[src/source/f2d_pkg.sv]
package f2d_pkg;

    // #########################################################################
    // field widths and exponent limits
    // #########################################################################

    localparam int word_w = 32;
    localparam int exp_w = 8;
    localparam int man_w = 23;
    localparam int exp_bias = 127;
    localparam int exp_int_max = 23;           // widest integer part still exact.
    localparam int exp_frac_min = -16;         // smallest exponent with a usable fraction.

    localparam int lead_digits = 6;            // thresholds 10^8 down to 10^3.

    // #########################################################################
    // decimal types
    // #########################################################################

    typedef logic [word_w-1:0] ieee_word_t;
    typedef logic signed [exp_w-1:0] exp_t;
    typedef logic [man_w-1:0] frac_bits_t;     // msb carries weight 1/2.
    typedef logic [31:0] dec_t;
    typedef logic [1:0] cvt_level_t;
    typedef logic [2:0] lead0_t;

    localparam dec_t frac_scale = 32'd1_000_000_000;

    // #########################################################################
    // fraction weights
    // #########################################################################

    // Decimal weight of fraction bit rank k, that is 10^9 / 2^k truncated.
    function automatic dec_t frac_weight(input int k);
        dec_t weight;
        weight = frac_scale >> k;
        return weight;
    endfunction

endpackage

[src/source/f2d_fields_if.sv]
interface f2d_fields_if;
    import f2d_pkg::*;

    dec_t int_part;                             // aligned integer part.
    frac_bits_t frac_bits;                      // aligned fraction, msb is 1/2.
    logic overflow;                             // exponent outside the accepted range.
    logic is_zero;                              // input word is all zeros.

    modport unpack (
        output int_part,
        output frac_bits,
        output overflow,
        output is_zero
    );

    modport tree (
        input frac_bits
    );

    modport result (
        input int_part,
        input is_zero,
        input overflow
    );

endinterface

[src/source/ieee754_unpack.sv]
module ieee754_unpack (
    input  f2d_pkg::ieee_word_t value_754,
    f2d_fields_if.unpack        fields
);
    import f2d_pkg::*;

    logic [exp_w-1:0] exp_raw;
    logic [man_w:0] mantissa;
    exp_t exp_val;
    logic [exp_w-1:0] neg_shift;
    logic [2*man_w:0] left_shifted;
    logic [man_w:0] right_shifted;

    // #########################################################################
    // field split and bias removal
    // #########################################################################

    assign exp_raw = value_754[word_w-2 -: exp_w];
    assign mantissa = {1'b1, value_754[man_w-1:0]};   // hidden one restored.
    assign exp_val = exp_t'(exp_raw - exp_w'(exp_bias));

    assign fields.overflow = (int'(exp_val) > exp_int_max) ||
                             (int'(exp_val) < exp_frac_min);
    assign fields.is_zero = (value_754 == '0);

    // #########################################################################
    // alignment
    // #########################################################################

    // integer bits end up above bit man_w, fraction bits below it.
    assign left_shifted = {{man_w{1'b0}}, mantissa} << exp_val;

    assign neg_shift = -exp_val;
    assign right_shifted = mantissa >> neg_shift;      // the hidden one moves below 1/2.

    always_comb begin
        if (exp_val[exp_w-1]) begin
            fields.int_part = '0;                      // the value is below one.
            fields.frac_bits = right_shifted[man_w-1:0];
        end else begin
            fields.int_part = dec_t'(left_shifted[2*man_w:man_w]);
            fields.frac_bits = left_shifted[man_w-1:0];
        end
    end

endmodule

[src/source/adder_tree_level.sv]
module adder_tree_level #(
    parameter int n_in = 2,
    parameter int n_out = 1
) (
    input  logic                          clk,
    input  logic                          rst,
    input  logic                          load,
    input  f2d_pkg::dec_t [n_in-1:0]      sums_in,
    output f2d_pkg::dec_t [n_out-1:0]     sums_out
);
    import f2d_pkg::*;

    dec_t [n_out-1:0] sums_next;

    // Inputs are summed in pairs, and any leftovers fold into the last output.
    always_comb begin
        sums_next = '0;
        for (int i = 0; i < n_in; i++) begin
            if (i / 2 < n_out) begin
                sums_next[i/2] = sums_next[i/2] + sums_in[i];
            end else begin
                sums_next[n_out-1] = sums_next[n_out-1] + sums_in[i];
            end
        end
    end

    always_ff @(posedge clk) begin
        if (rst) begin
            sums_out <= '0;
        end else if (load) begin
            sums_out <= sums_next;                     // otherwise the old sums are held.
        end
    end

endmodule

[src/source/frac_weight_tree.sv]
module frac_weight_tree (
    input  logic                clk,
    input  logic                rst,
    input  f2d_pkg::cvt_level_t cvt_cnt,
    f2d_fields_if.tree          fields,
    output f2d_pkg::dec_t       fraction_raw
);
    import f2d_pkg::*;

    localparam int lv0_n = 11;
    localparam int lv1_n = 6;
    localparam int lv2_n = 3;

    dec_t [man_w-1:0] terms;
    dec_t [lv0_n-1:0] lv0_sums;
    dec_t [lv1_n-1:0] lv1_sums;
    dec_t [lv2_n-1:0] lv2_sums;
    logic [3:0] level_load;

    // #########################################################################
    // weight gating
    // #########################################################################

    // term i belongs to bit rank i+1, so the 1/2 weight comes first.
    always_comb begin
        for (int k = 1; k <= man_w; k++) begin
            terms[k-1] = fields.frac_bits[man_w-k] ? frac_weight(k) : '0;
        end
    end

    always_comb begin
        level_load = '0;
        level_load[cvt_cnt] = 1'b1;                   // one level per counter value.
    end

    // #########################################################################
    // adder tree levels
    // #########################################################################

    adder_tree_level #(.n_in(man_w), .n_out(lv0_n)) u_level0 (
        .clk      (clk),
        .rst      (rst),
        .load     (level_load[0]),
        .sums_in  (terms),
        .sums_out (lv0_sums)
    );

    adder_tree_level #(.n_in(lv0_n), .n_out(lv1_n)) u_level1 (
        .clk      (clk),
        .rst      (rst),
        .load     (level_load[1]),
        .sums_in  (lv0_sums),
        .sums_out (lv1_sums)
    );

    adder_tree_level #(.n_in(lv1_n), .n_out(lv2_n)) u_level2 (
        .clk      (clk),
        .rst      (rst),
        .load     (level_load[2]),
        .sums_in  (lv1_sums),
        .sums_out (lv2_sums)
    );

    adder_tree_level #(.n_in(lv2_n), .n_out(1)) u_level3 (
        .clk      (clk),
        .rst      (rst),
        .load     (level_load[3]),
        .sums_in  (lv2_sums),
        .sums_out (fraction_raw)
    );

endmodule

[src/source/dec_output.sv]
module dec_output (
    f2d_fields_if.result     fields,
    input  f2d_pkg::dec_t    fraction_raw,
    output f2d_pkg::dec_t    int_dec,
    output f2d_pkg::dec_t    fraction_dec,
    output f2d_pkg::lead0_t  lead0_num,
    output logic             overflow
);
    import f2d_pkg::*;

    localparam dec_t lead_thr [lead_digits] = '{
        32'd100_000_000,
        32'd10_000_000,
        32'd1_000_000,
        32'd100_000,
        32'd10_000,
        32'd1_000
    };

    // a zero word would otherwise decode as 2^-127 with a hidden one.
    assign int_dec = fields.is_zero ? '0 : fields.int_part;
    assign fraction_dec = fields.is_zero ? '0 : fraction_raw;
    assign overflow = fields.overflow;

    // The thresholds are nested, so counting them gives the leading zeros.
    always_comb begin
        lead0_num = '0;
        for (int d = 0; d < lead_digits; d++) begin
            if (fraction_dec < lead_thr[d]) begin
                lead0_num = lead0_num + lead0_t'(1);
            end
        end
    end

endmodule

[src/source/float_to_dec.sv]
module float_to_dec (
    input  logic                clk,
    input  logic                rst,
    input  f2d_pkg::ieee_word_t value_754,
    input  f2d_pkg::cvt_level_t cvt_cnt,
    output f2d_pkg::dec_t       int_dec,
    output f2d_pkg::dec_t       fraction_dec,
    output f2d_pkg::lead0_t     lead0_num,
    output logic                overflow
);
    import f2d_pkg::*;

    dec_t fraction_raw;                               // level 3 sum before masking.

    f2d_fields_if fields ();

    ieee754_unpack u_unpack (
        .value_754 (value_754),
        .fields    (fields.unpack)
    );

    frac_weight_tree u_tree (
        .clk          (clk),
        .rst          (rst),
        .cvt_cnt      (cvt_cnt),
        .fields       (fields.tree),
        .fraction_raw (fraction_raw)
    );

    dec_output u_output (
        .fields       (fields.result),
        .fraction_raw (fraction_raw),
        .int_dec      (int_dec),
        .fraction_dec (fraction_dec),
        .lead0_num    (lead0_num),
        .overflow     (overflow)
    );

endmodule

[config.mk]
export PLATFORM = sky130hd
export DESIGN_NAME = float_to_dec
export DESIGN_NICKNAME = d
export VERILOG_FILES = /design/src/source/f2d_pkg.sv /design/src/source/f2d_fields_if.sv /design/src/source/ieee754_unpack.sv /design/src/source/adder_tree_level.sv /design/src/source/frac_weight_tree.sv /design/src/source/dec_output.sv /design/src/source/float_to_dec.sv
export SDC_FILE = /design/constraint.sdc
export NUM_CORES = 1
export LEC_CHECK = 0
export BUFFER_PORTS_ARGS = -buffer_cell sky130_fd_sc_hd__buf_2
export CELL_PAD_IN_SITES_DETAIL_PLACEMENT = 1
export CELL_PAD_IN_SITES_GLOBAL_PLACEMENT = 2
export CORE_MARGIN = 4
export CORE_UTILIZATION = 37
export CTS_CLUSTER_SIZE = 14
export DETAILED_ROUTE_END_ITERATION = 8
export PLACE_DENSITY = 0.84
export SYNTH_ARGS = -nofsm -noshare
export SYNTH_HDL_FRONTEND = slang
export SYNTH_SLANG_ARGS = --single-unit
[constraint.sdc]
create_clock -name clk -period 6.9 [get_ports clk]
set_input_delay 0.69 -clock clk [delete_from_list [all_inputs] [get_ports clk]]
set_output_delay 0.69 -clock clk [all_outputs]
set_load 0.01 [all_outputs]
## Word level (Yosys, flattened, before mapping)

Index checks and enable logic that the tools add are counted.

- Register bits after elaboration: 672
- Input bits: 36
- Output and inout bits: 68
- Word-level logic and storage cells: 100

- Add/subtract/negate cells: 29
- Magnitude comparators: 10
- Shift operators: 2
- Mux-type cells: 35
- Reductions and logical operators: 3

Operators by type and width:

| cell | number |
|---|---|
| $add 32x32->32 | 22 |
| $mux 24 | 3 |
| $shl 24x8->47 | 1 |
| $mux 23 | 2 |
| $logic_not 32->1 | 1 |
| $lt 32x10->1 const B | 1 |
| $lt 32x14->1 const B | 1 |
| $lt 32x17->1 const B | 1 |
| $lt 32x20->1 const B | 1 |
| $lt 32x24->1 const B | 1 |
| $lt 32x27->1 const B | 1 |
| $mux 32 | 1 |
| $mux 29 | 1 |
| $mux 28 | 1 |
| $mux 27 | 1 |
| $mux 26 | 1 |
| $mux 25 | 1 |
| $shr 24x8->23 | 1 |
| $mux 22 | 1 |
| $mux 21 | 1 |
| $mux 20 | 1 |
| $mux 19 | 1 |
| $mux 18 | 1 |
| $mux 17 | 1 |
| 23 further kinds | 31 |

## Logic depth before layout (Yosys ltp)

- Word-level depth: 14
- Depth in mapped cells: 26
- Gate-level depth less buffers: 21

## Modules after synthesis

From an unflattened synthesis, not the netlist that was laid out.

- Cell total of the unflattened synthesis: 7574
- Area, all modules: 60560.6 sq um

Modules (own cells, without submodules):

| module | instances | cells an instance | area an instance (sq um) | sequential area each (sq um) |
|---|---|---|---|---|
| adder_tree_level at u_tree.u_level0 | 1 | 3705 | 29766.0 | 7046.8 |
| adder_tree_level at u_tree.u_level1 | 1 | 1752 | 14279.9 | 3843.7 |
| adder_tree_level at u_tree.u_level2 | 1 | 1008 | 8055.2 | 1921.8 |
| ieee754_unpack | 1 | 559 | 3920.0 | 0.0 |
| adder_tree_level at u_tree.u_level3 | 1 | 387 | 3470.8 | 640.6 |
| dec_output | 1 | 158 | 1038.5 | 0.0 |
| frac_weight_tree | 1 | 5 | 30.0 | 0.0 |

## Worst setup path before layout

Ideal clock, no wire load.

- Kind: input to register
- Start point: input port value_754[23]
- End point: register u_tree.u_level0.sums_out[327] in the netlist's numbering
- Arrival: 5207 ps
- Slack: 1623 ps
- Stages on the path: 24
- Path buffers: 7
- Path through: buf_2 > inv_1 > clkbuf_1 > ha_1 > buf_2 > buf_2 > buf_2 > buf_2 > buf_1 > mux2i_1 > a21oi_1 > mux2i_1 > nand2_1 > a31oi_1 > o21ai_0 > fa_1 > ha_1 > a21o_1 > a21oi_1 > o21bai_1 > a21oi_1 > xnor2_1 > nand2_1 > a21oi_1

- Word-level cells in the longest chain between the ends: 7
- Elaborated cells on any way between the ends: 10
- Classes of those cells: add/sub (4); shift (2); mux (4)

RTL lines:

| item | RTL line | RTL |
|---|---|---|
| start, declared | float_to_dec.sv:4 | `input f2d_pkg::ieee_word_t value_754,` |
| $sub 8x7->8 (*) | ieee754_unpack.sv:20 | `assign exp_val = exp_t'(exp_raw - exp_w'(exp_bias));` |
| $neg 8->8 | ieee754_unpack.sv:33 | `assign neg_shift = -exp_val;` |
| $shr 24x8->23 | ieee754_unpack.sv:34 | `assign right_shifted = mantissa >> neg_shift;` |
| $mux 23 (*) | ieee754_unpack.sv:37 | `if (exp_val[exp_w-1]) begin` |
| $mux 8 / $mux 9 (equally long branches) | frac_weight_tree.sv:27 | `terms[k-1] = fields.frac_bits[man_w-k] ? frac_weight(k) : '0;` |
| $add 32x32->32 | - |  |
| $add 32x32->32 (*) | adder_tree_level.sv:22 | `sums_next[n_out-1] = sums_next[n_out-1] + sums_in[i];` |
| end signal, assigned | adder_tree_level.sv:31 | `sums_out <= sums_next;` |
| end, declared | adder_tree_level.sv:9 | `output f2d_pkg::dec_t [n_out-1:0] sums_out` |

Every way passes the cells marked *; elsewhere a longest branch is shown, timed or not.
A chain may end at the register's enable or synchronous reset.

## Worst setup path in the final report

- Start point: input port value_754[26]
- End point: output port lead0_num[2]

- Word-level cells in the longest chain between the ends: 14
- Elaborated cells on any way between the ends: 19
- Classes of those cells: add/sub (5); order compare (6); mux (7); reduce/logical (1)

RTL lines:

| item | RTL line | RTL |
|---|---|---|
| $logic_not 32->1 (*) | ieee754_unpack.sv:24 | `assign fields.is_zero = (value_754 == '0);` |
| $mux 32 (*) | dec_output.sv:22 | `assign fraction_dec = fields.is_zero ? '0 : fraction_raw;` |
| $lt 32x27->1 | dec_output.sv:29 | `if (fraction_dec < lead_thr[d]) begin` |
| $mux 1 | dec_output.sv:29 |  |
| $add 1x1->2 | dec_output.sv:30 | `lead0_num = lead0_num + lead0_t'(1);` |
| $mux 3 | dec_output.sv:29 |  |
| $add 3x1->3 | dec_output.sv:30 |  |
| $mux 3 | dec_output.sv:29 |  |
| $add 3x1->3 | dec_output.sv:30 |  |
| $mux 3 | dec_output.sv:29 |  |
| $add 3x1->3 | dec_output.sv:30 |  |
| $mux 3 | dec_output.sv:29 |  |
| $add 3x1->3 | dec_output.sv:30 |  |
| $mux 3 (*) | dec_output.sv:29 |  |
| end, declared | float_to_dec.sv:8 | `output f2d_pkg::lead0_t lead0_num,` |

Marks and branches as above.

==> run summary <==
* status: finished, final reports clean
* standard-cell rows: 91
* Routed WL: 76,900 um
* pin count of the biggest net entering global routing: 168
* H-Tree Depth: 2
* most repeated cell in the gate-level netlist after synthesis: sky130_fd_sc_hd__nand2_1
* critical path launch point type: input port
* count of endpoints failing hold in the final timing report: 0
* cell count of the worst reg-to-reg path: 14
* timing-limited maximum frequency: 159 MHz
* number of distinct standard cells referenced by the synthesized netlist: 85
* diode count: 0
* synth top area cells: sky130_fd_sc_hd__dfxtp_1 (26%), sky130_fd_sc_hd__ha_1 (12%), sky130_fd_sc_hd__a21oi_1 (9.2%)
* Max FO, Critical Path: 35
* final setup violating endpoints: 0
* Sum Neg Setup Slack: 0 ps
* launch instance of the worst register-to-register path: u_tree.u_level2.sums_out[1]
* Ys Warns: 0
* sum of overflow across all layers after global routing: 0
* Crit Reg-Reg Endpoint: u_tree.u_level3.sums_out[31]
* die boundary width: 257 um
* launch point of the worst path: value_754[26]
* Max rail drop VDD: 0.128 mV
* total via count in the routed design: 21,486
* number of instances resized during post-cts repair: 0
* fraction of final layout cells sized beyond drive strength 1: 0.0833
* number of global-route vias before repair: 22,032
* fraction of synthesis flops using an asynchronous set or reset pin: 0
* Post-Synthesis Cells: 3,047
* commonest cells in the netlist: sky130_fd_sc_hd__nand2_1 (548), sky130_fd_sc_hd__a21oi_1 (424), sky130_fd_sc_hd__dfxtp_1 (300)
* Total Die Area: 66,100 sq um
* number of sinks driven by the clock tree: 300
* share of the clock period used by the worst path after layout: 0.909
* Sequential cell area: 6010 sq um
* Setup Buffers After CTS: 0
* Period minus WS final: 6270 ps
* crit path capture type: output port
* clock latency at the later pin of the worst-skew pair: 560 ps
* power consumption: 4.85 mW
* io pins: 104
* CTS clk-pin slew, worst paths: 60 ps
* leakage power: 10.7 nW
* DRC errors left: 0
* Wirelength per Cell: 19.7 um
* internal reg-to-reg setup slack: 3010 ps
* global-route wire length before repair: 123,000 um
* # Max-Cap Violations: 0
* initial antenna violation count: 1
* worst-case headroom to the max-slew limit: 0.277
* clock buffers created by TritonCTS: 37
* Final nets: 3,327
* Slew @ Worst Pin: 1080 ps
* cell type contributing the most total cell area after synthesis: sky130_fd_sc_hd__dfxtp_1
* number of hold-repair buffers added at the cts stage: 0
* post-synth top area share: 0.262
* area added between synthesis and finish: 10.6%
* critical path arrival: 5580 ps
* Setup crit end: lead0_num[2]
* Mean Syn Cell Area: 7.53 sq um
* post-synthesis register bit count: 300
* most instantiated flip-flop cell in the synthesis netlist: sky130_fd_sc_hd__dfxtp_1
* core region area: 61,600 sq um
* number of nets with antenna violations after detailed routing: 0
* count of routing violations after the opening detailed-route iteration: 1,026
* worst min-delay path category: flip-flop to flip-flop
* starting density of the core: 0.373
* multi-input gate area in the final layout: 15,900 sq um
* number of port buffers: 95
* cell area power density: 191 nW/um^2
* count of flip-flops with a built-in enable after synthesis: 0
* area of the mapped netlist: 22,900 sq um
* post-synthesis sequential area ratio: 0.262
* final worst hold slack: 450 ps
* Worst Skew: 26.1 ps
* Clock Tree Root: sky130_fd_sc_hd__clkbuf_16
* number of optimization iterations in the first detailed-route pass: 5
* DP Wirelength: 59,200 um
* Die Height: 257 um
* CTS tree: done
* Worst Path Class, Setup: input port to output port
* final estimated routing congestion in global placement: 0.903
* CTS max path bufs: 3
* required time of the critical path: 6210 ps
* Via density: 5.49
* fill cell count: 7,617
* max-slew violation count: 0
* RSZ-0062 raised after global routing: no
* All-Layer GR Usage: 0.226
## cells in the final DEF, fill, tap and decap left out, types with 15 or more instances in the layout
master,count
sky130_fd_sc_hd__a211oi_1,75
sky130_fd_sc_hd__a21o_1,61
sky130_fd_sc_hd__a21oi_1,424
sky130_fd_sc_hd__a31oi_1,29
sky130_fd_sc_hd__and2_1,55
sky130_fd_sc_hd__and3_1,19
sky130_fd_sc_hd__buf_2,94
sky130_fd_sc_hd__buf_4,30
sky130_fd_sc_hd__clkbuf_16,39
sky130_fd_sc_hd__dfxtp_1,300
sky130_fd_sc_hd__fa_1,26
sky130_fd_sc_hd__ha_1,216
sky130_fd_sc_hd__inv_1,93
sky130_fd_sc_hd__mux2_2,15
sky130_fd_sc_hd__mux2i_1,30
sky130_fd_sc_hd__nand2_1,548
sky130_fd_sc_hd__nand2b_1,34
sky130_fd_sc_hd__nand3_1,54
sky130_fd_sc_hd__nand4_1,16
sky130_fd_sc_hd__nor2_1,220
sky130_fd_sc_hd__nor2b_1,26
sky130_fd_sc_hd__nor3_1,42
sky130_fd_sc_hd__o21a_1,22
sky130_fd_sc_hd__o21ai_0,160
sky130_fd_sc_hd__o21bai_1,24
sky130_fd_sc_hd__or3_1,22
sky130_fd_sc_hd__xnor2_1,95
sky130_fd_sc_hd__xor2_1,62
## metal layers
| metal | wire, um | part of all wire | global-route usage | vias to the layer above |
|---|---|---|---|---|
| met5 | 0 | 0 | 0 | - |
| met1 | 35900 | 0.47 | 0.301 | 10376 |
| li1 | - | - | - | 10687 |
| met3 | 2540 | 0.033 | 0.0291 | 102 |
| met2 | 36400 | 0.47 | 0.387 | 321 |
| met4 | 2060 | 0.027 | 0.0606 | 0 |
## registers in the layout (all words and copies together) (netlist names)
signal,cells
u_tree.u_level3.sums_out,32
u_tree.u_level0.sums_out,78
u_tree.u_level1.sums_out,119
u_tree.u_level2.sums_out,71
## worst max-delay path: stages
cell	delay (ps)
sky130_fd_sc_hd__buf_2	320
sky130_fd_sc_hd__nor4_1	120
sky130_fd_sc_hd__nand4_1	140
sky130_fd_sc_hd__nor2_1	90
sky130_fd_sc_hd__nand4_2	240
sky130_fd_sc_hd__buf_4	320
sky130_fd_sc_hd__and2_1	200
sky130_fd_sc_hd__nand2_1	80
sky130_fd_sc_hd__nor4b_1	490
sky130_fd_sc_hd__o21ai_0	180
sky130_fd_sc_hd__nand3_1	150
sky130_fd_sc_hd__a22oi_1	80
sky130_fd_sc_hd__ha_1	370
sky130_fd_sc_hd__xor2_2	210
sky130_fd_sc_hd__ha_1	300
sky130_fd_sc_hd__mux2_2	290
sky130_fd_sc_hd__ha_1	300
sky130_fd_sc_hd__mux2_2	280
sky130_fd_sc_hd__ha_1	190
sky130_fd_sc_hd__nand2_1	70
sky130_fd_sc_hd__xor2_1	170
sky130_fd_sc_hd__xnor2_1	130
sky130_fd_sc_hd__buf_2	140
## report_power, final
part	leakage (nW)	internal, mW	switching, mW
combinational	7.62	0.323	0.589
clock	0.641	1.29	0.811
sequential	2.43	1.78	0.0534
total	10.7	3.39	1.45
## cell type report
class | instances | share of cell area
clock buffers | 46 | 0.0407
clock inverters | 19 | 0.0105
inverters | 93 | 0.0138
multi-input cells | 2490 | 0.628
flip-flops and latches | 300 | 0.237
well taps | 837 | 0.0413
repair buffers | 126 | 0.0287
## stage by stage
stage               instances  area, sq um  setup slack (ps)   util
floorplan                3054        23000              1620      -
global placement         3846        24100               778  0.391
detailed placement       3846        24100               583  0.391
CTS                      3911        25400               569  0.412
global route             3911        25400               378  0.412
finish                   3911        25400               627  0.412
## kinds of logic after synthesis
family                     count (synthesis)  synth area share
and+or+nand+nor                         1103             0.216
xor gates and xnor gates                 166            0.0663
other                                      1          0.000163
muxes                                     54            0.0293
AOI/OAI and AO/OA                        916             0.239
adders and majority gates                243             0.141
buffers and inverters                    264            0.0469
DFF                                      300             0.262
## worst min path at each step
stage	startpoint	end	slack, ps	cells past startpoint
2_1_floorplan	u_tree.u_level0.sums_out[320]	u_tree.u_level1.sums_out[160]	430	2
3_3_place_gp	u_tree.u_level0.sums_out[327]	u_tree.u_level1.sums_out[167]	440	2
3_5_place_dp	u_tree.u_level0.sums_out[327]	u_tree.u_level1.sums_out[167]	450	2
4_1_cts	u_tree.u_level0.sums_out[325]	u_tree.u_level0.sums_out[325]	450	2
5_1_grt	u_tree.u_level0.sums_out[327]	u_tree.u_level0.sums_out[327]	470	2
6_report	u_tree.u_level0.sums_out[327]	u_tree.u_level1.sums_out[167]	450	2
No activity file was read; power rests on OpenSTA's default activity.
